--- src/logic/dist_pkg.sv ---
package dist_pkg;

    // width of one data word on the fanout tree
    localparam int DIST_DATA_W = 32;

    // one word as it travels from the root to the leaves
    typedef logic [DIST_DATA_W-1:0] dist_word_t;

    // beat used at the tree input and on every leaf port
    // valid sits on top, payload below it
    // a pruned or flushed beat is all zero
    typedef struct packed {
        logic       valid;
        dist_word_t data;
    } dist_beat_t;

endpackage

--- src/logic/cfg_pkg.sv ---
package cfg_pkg;

    // mask field width, upper bound on the leaf count
    localparam int CFG_MAX_LEAVES = 16;

    // register block opcodes
    // codes 6 and 7 are not defined
    typedef enum logic [2:0] {
        CFG_NOP      = 3'd0,
        // load the whole mask
        CFG_SET_MASK = 3'd1,
        // set the given bits
        CFG_OR_MASK  = 3'd2,
        // clear the given bits
        CFG_CLR_MASK = 3'd3,
        CFG_ENABLE   = 3'd4,
        CFG_DISABLE  = 3'd5
    } cfg_op_e;

    // one command, strobed by a write enable
    typedef struct packed {
        cfg_op_e                   op;
        logic [CFG_MAX_LEAVES-1:0] arg;
    } cfg_cmd_t;

    // live configuration seen by the tree
    typedef struct packed {
        logic                      enable;
        logic [CFG_MAX_LEAVES-1:0] dest_mask;
    } cfg_regs_t;

endpackage

--- src/logic/dist_cfg_regs.sv ---
module dist_cfg_regs #(
    parameter int NUM_LEAVES = 8
) (
    input  logic              CLK,
    input  logic              i_arst_n,
    input  logic              i_cmd_we,
    input  cfg_pkg::cfg_cmd_t i_cmd,
    output cfg_pkg::cfg_regs_t o_regs
);

    // ones over the leaves that exist, zero above
    localparam logic [cfg_pkg::CFG_MAX_LEAVES-1:0] LEAF_MASK =
        {cfg_pkg::CFG_MAX_LEAVES{1'b1}} >> (cfg_pkg::CFG_MAX_LEAVES - NUM_LEAVES);

    cfg_pkg::cfg_regs_t regs_q;
    cfg_pkg::cfg_regs_t regs_d;

    // command decode
    always_comb
    begin
        regs_d = regs_q;
        if (i_cmd_we)
        begin
            case (i_cmd.op)
                // full load, bits above the leaf count dropped
                cfg_pkg::CFG_SET_MASK:
                    regs_d.dest_mask = i_cmd.arg & LEAF_MASK;
                // add leaves to the current set
                cfg_pkg::CFG_OR_MASK:
                    regs_d.dest_mask = (regs_q.dest_mask | i_cmd.arg) & LEAF_MASK;
                // remove leaves from the current set
                cfg_pkg::CFG_CLR_MASK:
                    regs_d.dest_mask = regs_q.dest_mask & ~i_cmd.arg;
                cfg_pkg::CFG_ENABLE:
                    regs_d.enable = 1'b1;
                // tree flushes on the next edge
                cfg_pkg::CFG_DISABLE:
                    regs_d.enable = 1'b0;
                // nop, nothing changes
                default:
                    regs_d = regs_q;
            endcase
        end
    end

    // out of reset the tree is off and aimed at every leaf
    always_ff @(posedge CLK or negedge i_arst_n)
    begin
        if (!i_arst_n)
        begin
            regs_q.enable    <= 1'b0;
            regs_q.dest_mask <= LEAF_MASK;
        end
        else
        begin
            regs_q <= regs_d;
        end
    end

    // visible right after the edge that took the command
    assign o_regs = regs_q;

    // only defined opcodes get strobed
    a_op_defined: assert property (
        @(posedge CLK) disable iff (!i_arst_n)
        i_cmd_we |-> i_cmd.op inside {cfg_pkg::CFG_NOP, cfg_pkg::CFG_SET_MASK,
                                      cfg_pkg::CFG_OR_MASK, cfg_pkg::CFG_CLR_MASK,
                                      cfg_pkg::CFG_ENABLE, cfg_pkg::CFG_DISABLE}
    ) else $error("undefined opcode %0h strobed", i_cmd.op);

    // no mask bit for a leaf that is not built
    a_mask_upper_zero: assert property (
        @(posedge CLK) disable iff (!i_arst_n)
        (o_regs.dest_mask & ~LEAF_MASK) == '0
    ) else $error("dest_mask %0h has bits above leaf %0d", o_regs.dest_mask, NUM_LEAVES);

endmodule

--- src/logic/dist_tree.sv ---
module dist_tree #(
    parameter int NUM_LEAVES = 8
) (
    input  logic                                  CLK,
    input  logic                                  i_arst_n,
    input  cfg_pkg::cfg_regs_t                    i_regs,
    input  dist_pkg::dist_beat_t                  i_beat,
    output dist_pkg::dist_beat_t [NUM_LEAVES-1:0] o_leaf
);

    // root is level 0, leaves are level NUM_LEVELS
    localparam int NUM_LEVELS = $clog2(NUM_LEAVES);

    // leaf count must be a power of two that fits the mask
    if (NUM_LEAVES < 2 || NUM_LEAVES > cfg_pkg::CFG_MAX_LEAVES ||
        (NUM_LEAVES & (NUM_LEAVES - 1)) != 0)
    begin : g_bad_leaves
        $error("NUM_LEAVES %0d not a power of two in 2..%0d",
               NUM_LEAVES, cfg_pkg::CFG_MAX_LEAVES);
    end

    for (genvar l = 0; l <= NUM_LEVELS; l++)
    begin : g_lvl
        // nodes on this level and leaves under each node
        localparam int NODES = 1 << l;
        localparam int SPAN  = NUM_LEAVES >> l;

        logic [NODES-1:0]                  valid_q;
        dist_pkg::dist_word_t [NODES-1:0]  data_q;

        // parent side of every node on this level
        logic [NODES-1:0]                  src_valid;
        dist_pkg::dist_word_t [NODES-1:0]  src_data;
        logic [NUM_LEAVES-1:0]             src_mask;
        logic [NODES-1:0]                  keep;
        dist_pkg::dist_word_t [NODES-1:0]  keep_data;

        // mask enters with the beat at the root
        // deeper levels use the copy that rode along
        if (l == 0)
        begin : g_msrc
            assign src_mask = i_regs.dest_mask[NUM_LEAVES-1:0];
        end
        else
        begin : g_msrc
            assign src_mask = g_lvl[l-1].g_fwd.mask_q;
        end

        for (genvar n = 0; n < NODES; n++)
        begin : g_node
            if (l == 0)
            begin : g_src
                assign src_valid[n] = i_beat.valid;
                assign src_data[n]  = i_beat.data;
            end
            else
            begin : g_src
                // both children copy the same parent
                assign src_valid[n] = g_lvl[l-1].valid_q[n/2];
                assign src_data[n]  = g_lvl[l-1].data_q[n/2];
            end
            // prune when no leaf below this node is selected
            assign keep[n]      = src_valid[n] & (|src_mask[n*SPAN +: SPAN]);
            // pruned subtree stays quiet, zero payload
            assign keep_data[n] = keep[n] ? src_data[n] : '0;
        end

        // valid is control state, cleared by reset and on disable
        always_ff @(posedge CLK or negedge i_arst_n)
        begin
            if (!i_arst_n)
                valid_q <= '0;
            else if (!i_regs.enable)
                valid_q <= '0;
            else
                valid_q <= keep;
        end

        // payload flushes to zero while the tree is off
        always_ff @(posedge CLK)
        begin
            if (!i_regs.enable)
                data_q <= '0;
            else
                data_q <= keep_data;
        end

        // mask copy rides next to the beat, not needed past the last split
        if (l < NUM_LEVELS)
        begin : g_fwd
            logic [NUM_LEAVES-1:0] mask_q;

            always_ff @(posedge CLK)
            begin
                if (!i_regs.enable)
                    mask_q <= '0;
                else
                    mask_q <= src_mask;
            end
        end
    end

    for (genvar k = 0; k < NUM_LEAVES; k++)
    begin : g_leaf
        assign o_leaf[k].valid = g_lvl[NUM_LEVELS].valid_q[k];
        assign o_leaf[k].data  = g_lvl[NUM_LEVELS].data_q[k];

        // leaf valid only if its mask bit was set when the beat entered
        a_leaf_masked: assert property (
            @(posedge CLK) disable iff (!i_arst_n)
            o_leaf[k].valid |-> $past(i_beat.valid & i_regs.dest_mask[k], NUM_LEVELS + 1)
        ) else $error("leaf %0d valid without mask bit at entry", k);
    end

    // whole pipe empty one edge after enable drops
    a_flush: assert property (
        @(posedge CLK) disable iff (!i_arst_n)
        $fell(i_regs.enable) |=> o_leaf == '0
    ) else $error("leaves not flushed after disable");

endmodule

--- src/logic/dist_top.sv ---
module dist_top #(
    // power of two, 2 to 16
    parameter int NUM_LEAVES = 8
) (
    input  logic                                  CLK,
    input  logic                                  i_arst_n,
    input  logic                                  i_cmd_we,
    input  cfg_pkg::cfg_cmd_t                     i_cmd,
    input  dist_pkg::dist_beat_t                  i_beat,
    output dist_pkg::dist_beat_t [NUM_LEAVES-1:0] o_leaf
);

    // enable and mask from the register block into the tree
    cfg_pkg::cfg_regs_t cfg_regs;

    // command decode, mask limited to the built leaves
    dist_cfg_regs #(
        .NUM_LEAVES (NUM_LEAVES)
    ) u_cfg_regs (
        .CLK      (CLK),
        .i_arst_n (i_arst_n),
        .i_cmd_we (i_cmd_we),
        .i_cmd    (i_cmd),
        .o_regs   (cfg_regs)
    );

    // registered fanout, 1 + log2(NUM_LEAVES) cycles root to leaf
    dist_tree #(
        .NUM_LEAVES (NUM_LEAVES)
    ) u_tree (
        .CLK      (CLK),
        .i_arst_n (i_arst_n),
        .i_regs   (cfg_regs),
        .i_beat   (i_beat),
        .o_leaf   (o_leaf)
    );

endmodule

--- config.mk ---
export PLATFORM = sky130hd
export DESIGN_NAME = dist_top
export DESIGN_NICKNAME = d
export VERILOG_FILES = /design/src/logic/dist_pkg.sv /design/src/logic/cfg_pkg.sv /design/src/logic/dist_cfg_regs.sv /design/src/logic/dist_tree.sv /design/src/logic/dist_top.sv
export SDC_FILE = /design/constraint.sdc
export NUM_CORES = 1
export LEC_CHECK = 0
export ABC_AREA = 1
export ABC_CLOCK_PERIOD_IN_PS = 2700
export BUFFER_PORTS_ARGS = -buffer_cell sky130_fd_sc_hd__buf_2
export CORE_MARGIN = 2
export CORE_UTILIZATION = 27
export DETAILED_ROUTE_END_ITERATION = 6
export SYNTH_ARGS = -nofsm -noshare
export SYNTH_HDL_FRONTEND = slang
export SYNTH_SLANG_ARGS = --single-unit
--- constraint.sdc ---
create_clock -name CLK -period 2.7 [get_ports CLK]
set_clock_uncertainty 0.05 [all_clocks]
set_input_delay 0.81 -clock CLK [delete_from_list [all_inputs] [get_ports CLK]]
set_output_delay 0.81 -clock CLK [all_outputs]
set_load 0.01 [all_outputs]
# ---- After elaboration in Yosys (flattened, before gate mapping)
# Index checks and enable logic that the tools add are counted.
dict set report totals {
  ff_bits 536
}
dict set report classes {
  eq_ne 5
  n_mux 6
  bitwise_logic 18
  n_reduce_logical 26
}
# operator n
set op_table {}
lappend op_table {{$pmux 16 s3} 1}
lappend op_table {{$reduce_and 2->1} 17}
lappend op_table {{$and 16x16->16} 1}
lappend op_table {{$not 16->16} 1}
lappend op_table {{$and 1x1->1} 15}
lappend op_table {{$mux 8} 1}
lappend op_table {{$or 8x8->8} 1}
lappend op_table {{$reduce_or 2->1} 4}
lappend op_table {{$reduce_or 4->1} 2}
lappend op_table {{$reduce_or 8->1} 1}
lappend op_table {{$eq 3x2->1 const B} 2}
lappend op_table {{$eq 3x3->1 const B} 2}
lappend op_table {{$mux 4} 1}
lappend op_table {{$eq 3x1->1 const B} 1}
lappend op_table {{$reduce_bool 3->1} 1}
lappend op_table {{$mux 2} 1}
lappend op_table {{$pmux 1 s2} 1}
lappend op_table {{$reduce_bool 2->1} 1}
lappend op_table {{$mux 1} 1}

# ---- Depth between registers and ports, before layout
dict set report logic_depth {
  depth_word 3
  ltp_mapped 7
  ltp_nobuf 5
}

# ---- Modules after synthesis
# From an unflattened synthesis, not the netlist that was laid out.
dict set report hier_totals {
  cells_unflattened 1517
  hier_area_um2 15011.9
}
# module n_inst cells_per_inst area_each_um2 seq_area_each_um2
set by_module_without_submodules {}
lappend by_module_without_submodules {dist_tree 1 1405 14109.8 10465.0}
lappend by_module_without_submodules {dist_cfg_regs 1 112 902.1 435.4}

# ---- Least setup slack after synthesis
# No wires, ideal clock.
dict set report synth_timing {
  path_kind {input -> register}
  from {input port i_cmd[17] in the netlist's numbering}
  to {register u_cfg_regs.regs_q (netlist bit u_cfg_regs.o_regs[0])}
  setup_time_ns 0.078
  arrival_time_ns 1.475
  required_time_ns 2.572
  slack_ns 1.097
  path_stages 6
  n_path_buf 1
  path_cell_list {inv_1 > nand2_1 > and2_1 > buf_2 > nand3_1 > nand2_1}
}
dict set report synth_between {
  elab_chain_len 3
}
# item line_no
set synth_rtl {}
lappend synth_rtl {{from (decl)} dist_top.sv:8} ;# input cfg_pkg::cfg_cmd_t i_cmd,
lappend synth_rtl {{$eq 3x1->1 or $eq 3x2->1 (tied branches)} dist_cfg_regs.sv:24} ;# case (i_cmd.op)
lappend synth_rtl {{$reduce_bool 3->1 (no source line)} -}
lappend synth_rtl {{$reduce_and 2->1 (no source line)} -}
lappend synth_rtl {{to (signal assigned)} dist_cfg_regs.sv:56} ;# regs_q <= regs_d;
lappend synth_rtl {{to (decl)} dist_cfg_regs.sv:15} ;# cfg_pkg::cfg_regs_t regs_q;
# Parallel ways exist; a longest one is shown, timed or not.
# A chain may end at the register's enable or synchronous reset.

# ---- Worst setup path in the final report
dict set report layout_timing {
  from {register u_cfg_regs.regs_q (netlist bit u_cfg_regs.o_regs[16])}
  to {register u_tree.g_lvl[3].data_q (netlist bit u_tree.o_leaf[260])}
}
dict set report layout_between {
  elab_chain_len 1
}
# item line_no
set layout_rtl {}
lappend layout_rtl {{$reduce_and 2->1 (no source line)} -}
lappend layout_rtl {{to (signal assigned)} dist_tree.sv:85} ;# data_q <= keep_data;
lappend layout_rtl {{to (decl)} dist_tree.sv:29} ;# dist_pkg::dist_word_t [NODES-1:0] data_q;
# No other way between the ends.

==> results.yml <==
run_status:
  outcome: "completed"
pwr:
  p_leak_nw: 7.96
  p_int_mw: 12.3
  power.density_mw_per_mm2: 837
  fin_total_pwr_mw: 15.6
  switchingPower_mw: 3.29
  p_seq_frac: 0.509
  power_frac_clock: 0.473
  p_comb_frac: 0.017
  p_sw_frac: 0.210
  ir_drop_mv: 0.556
die:
  start_util: 0.272
  design.core.area_mm2: 0.0535
  io_pins: 319
  fp.dieArea_mm2: 0.0557
  die_height_um: 236
  num_rows: 85
  die_x_um: 236
sta:
  period_share: 0.781
  finalMaxSlewViolations: 0
  worstMarginPinSlew_ps: 885
  slew-limit-headroom: 0.410
  setup_tns_ps: 0
  period_needed_ps: 2110
  setup_viol: 0
  rsz0062_at_grt: "no"
  holdWs_ps: 215
  clock.fmax_ghz: 0.474
  finalHoldViolations: 0
detailed_routing:
  post_drt_wl_per_cell_um: 13.9
  initialDrtViolationCount: 289
  drc: 0
  avgViaCountPerCell: 3.81
  num_vias: 9607
  wl_um: 35100
  ant_nets: 0
  firstDrtPassIters: 4
critical_path:
  crit_path_start: "u_cfg_regs.o_regs[16]"
  critPathCapture: "u_tree.o_leaf[260]"
  critical_path.top_delay_family: "flip-flops"
  crit_path_max_fanout: 22
  critPathRequiredTime_ps: 3160
  startpoint_type: "flop"
  r2r-start: "u_cfg_regs.o_regs[16]"
  cpMaxStageDelayCell: "dfrtp_1"
  regToRegSetupSlack_ps: 590
  slowest_delay_ps: 920
  crit-reg2reg-capture: "u_tree.o_leaf[260]"
  critPathCaptureType: "flop"
  r2r_cells: 3
  cp_cell_sequence: "nand3_2, buf_12, nor2_1"
  path_class: "flop to flop"
  critical_path_depth: 3
  critPathArrivalTime_ps: 2570
  cp_num_buf_inv: 1
logic_synthesis:
  seq_area_frac_synth: 0.736
  syn_area_mm2: 0.0145
  ys_types: 22
  synth_area_leaders: "dfxtp_1 (69%), nor2_1 (11%), inv_1 (7.7%)"
  ys_ff_latch: 528
  synth_top_area_share: 0.694
  synthCells: 1458
  syn_nets: 1513
  yosysTopAreaCell: "dfxtp_1"
  synth.avg_cell_area_um2: 9.97
  synth_warnings: 0
finish:
  syn2layout_area_growth_pct: 28.5
  nNetsFinal: 1842
  antenna_cells: 0
  drive_gt1_frac: 0.257
grt:
  grt_usage: 0.125
  grt_pass1_wl_um: 54100
  overflow: 0
  antenna_found_initial: 2
  grt_pass1_vias: 9837
  grt_max_degree: 34
cts:
  cts_made_buffers: 54
  htree_levels: 2
  clk_pin_slew_ps: 60
  clk_path_buf_depth: 3
  worstSkewPairLatency_ps: 580
  cts.repair_timing.setup_buffer_count: 0
  root_buffer: "clkbuf_16"
  holdBufCountCts: 0
  clock-sinks: 528
  cts-resized-gates: 0
  cts_tree: "done"
run:
  drv_cap: 0
placed_design:
  dp_hpwl_um: 24800
  place.gp.congestion: 0.796
  io_buffers: 310
hold_path:
  hold_path.class: "primary input to asynchronous set/reset pin"
[registers in the layout, summed over array words and instances (netlist names)]
signal	count
u_cfg_regs.o_regs	9
u_tree.g_lvl.data_q	224
u_tree.g_lvl.g_fwd.mask_q	24
u_tree.g_lvl.valid_q	15
u_tree.o_leaf	256
[how the worst min path moves through the flow]
stage                                      endpoint  depth (start not counted)                       startpoint
floorplan           u_tree.g_lvl[1].g_fwd.mask_q[2]                          2  u_tree.g_lvl[0].g_fwd.mask_q[2]
global placement    u_tree.g_lvl[1].g_fwd.mask_q[3]                          2  u_tree.g_lvl[0].g_fwd.mask_q[3]
detailed placement  u_tree.g_lvl[1].g_fwd.mask_q[1]                          2  u_tree.g_lvl[0].g_fwd.mask_q[1]
CTS                      u_tree.g_lvl[3].valid_q[0]                          1                         i_arst_n
global route             u_tree.g_lvl[3].valid_q[0]                          1                         i_arst_n
finish                   u_tree.g_lvl[3].valid_q[0]                          1                         i_arst_n
[cell families (layout without fill, tap and decap cells)]
logic type,Yosys count,after routing,synth area share
simple gates,568,568,0.159
compound gates,5,5,0.00379
buf+inv,357,727,0.101
flops,528,528,0.736
[stage by stage]
step | cells | setup slack [ps] | area, um2 | util
2_1_floorplan | 1458 | 1100 | 14500 | -
3_3_place_gp | 2427 | 592 | 16900 | 0.315
3_5_place_dp | 2427 | 529 | 16900 | 0.315
4_1_cts | 2524 | 505 | 18700 | 0.349
5_1_grt | 2524 | 393 | 18700 | 0.349
6_report | 2524 | 592 | 18700 | 0.349
[cell usage in the layout, fill, tap and decap left out, types with 5 or more instances in the layout]
cell type,netlist,layout
clkbuf_1,0,6
dfstp_2,8,8
nand3_1,34,28
nor2_2,21,21
buf_4,1,10
buf_2,44,310
nor2_1,436,435
clkbuf_8,0,9
nand2_1,36,36
nand3_2,2,8
inv_1,299,299
dfxtp_1,504,504
buf_12,1,6
clkinv_2,0,6
clkinvlp_4,0,8
inv_2,5,5
nor3_1,32,32
dfrtp_1,16,16
clkbuf_16,0,56
[synth_stat cells]
library cell  instances
inv_2                 5
a21oi_4               2
buf_2                44
nand3_1              34
dfrtp_1              16
nor2_1              436
nor3_1               32
nor2_4                1
a21oi_2               2
nand2_2               3
buf_4                 1
and2_1                1
o21ai_0               1
nand2_4               2
dfstp_2               8
inv_1               299
nand3_2               2
dfxtp_1             504
buf_12                1
nor2_2               21
nand2_1              36
buf_6                 7
[layout make-up]
type	count	area [um2]
clock inverter	26	269
sequential	528	10700
clock buffer	71	1550
tap	696	871
multi-input combinational	573	2400
inverter	304	1140
fill	5410	34800
timing repair buffer	326	1750
[power by group through the flow]
stage	sequential, mW	clock, mW	combinational, mW
final	7.96	7.40	0.273
after global routing	7.97	7.92	0.316
after CTS	7.96	7.61	0.281
after detailed placement	8.13	0	0.280
after global placement	8.13	0	0.275
after floorplan	8.10	0	0.198
[per-layer routing]
metal | up-vias | routed length, um | global-route usage
li1 | 4812 | - | -
met1 | 4482 | 15900 | 0.154
met2 | 247 | 16400 | 0.210
met3 | 62 | 2090 | 0.0353
met4 | 4 | 788 | 0.0403
met5 | - | 30 | 0
(Power assumes the default switching activity.)
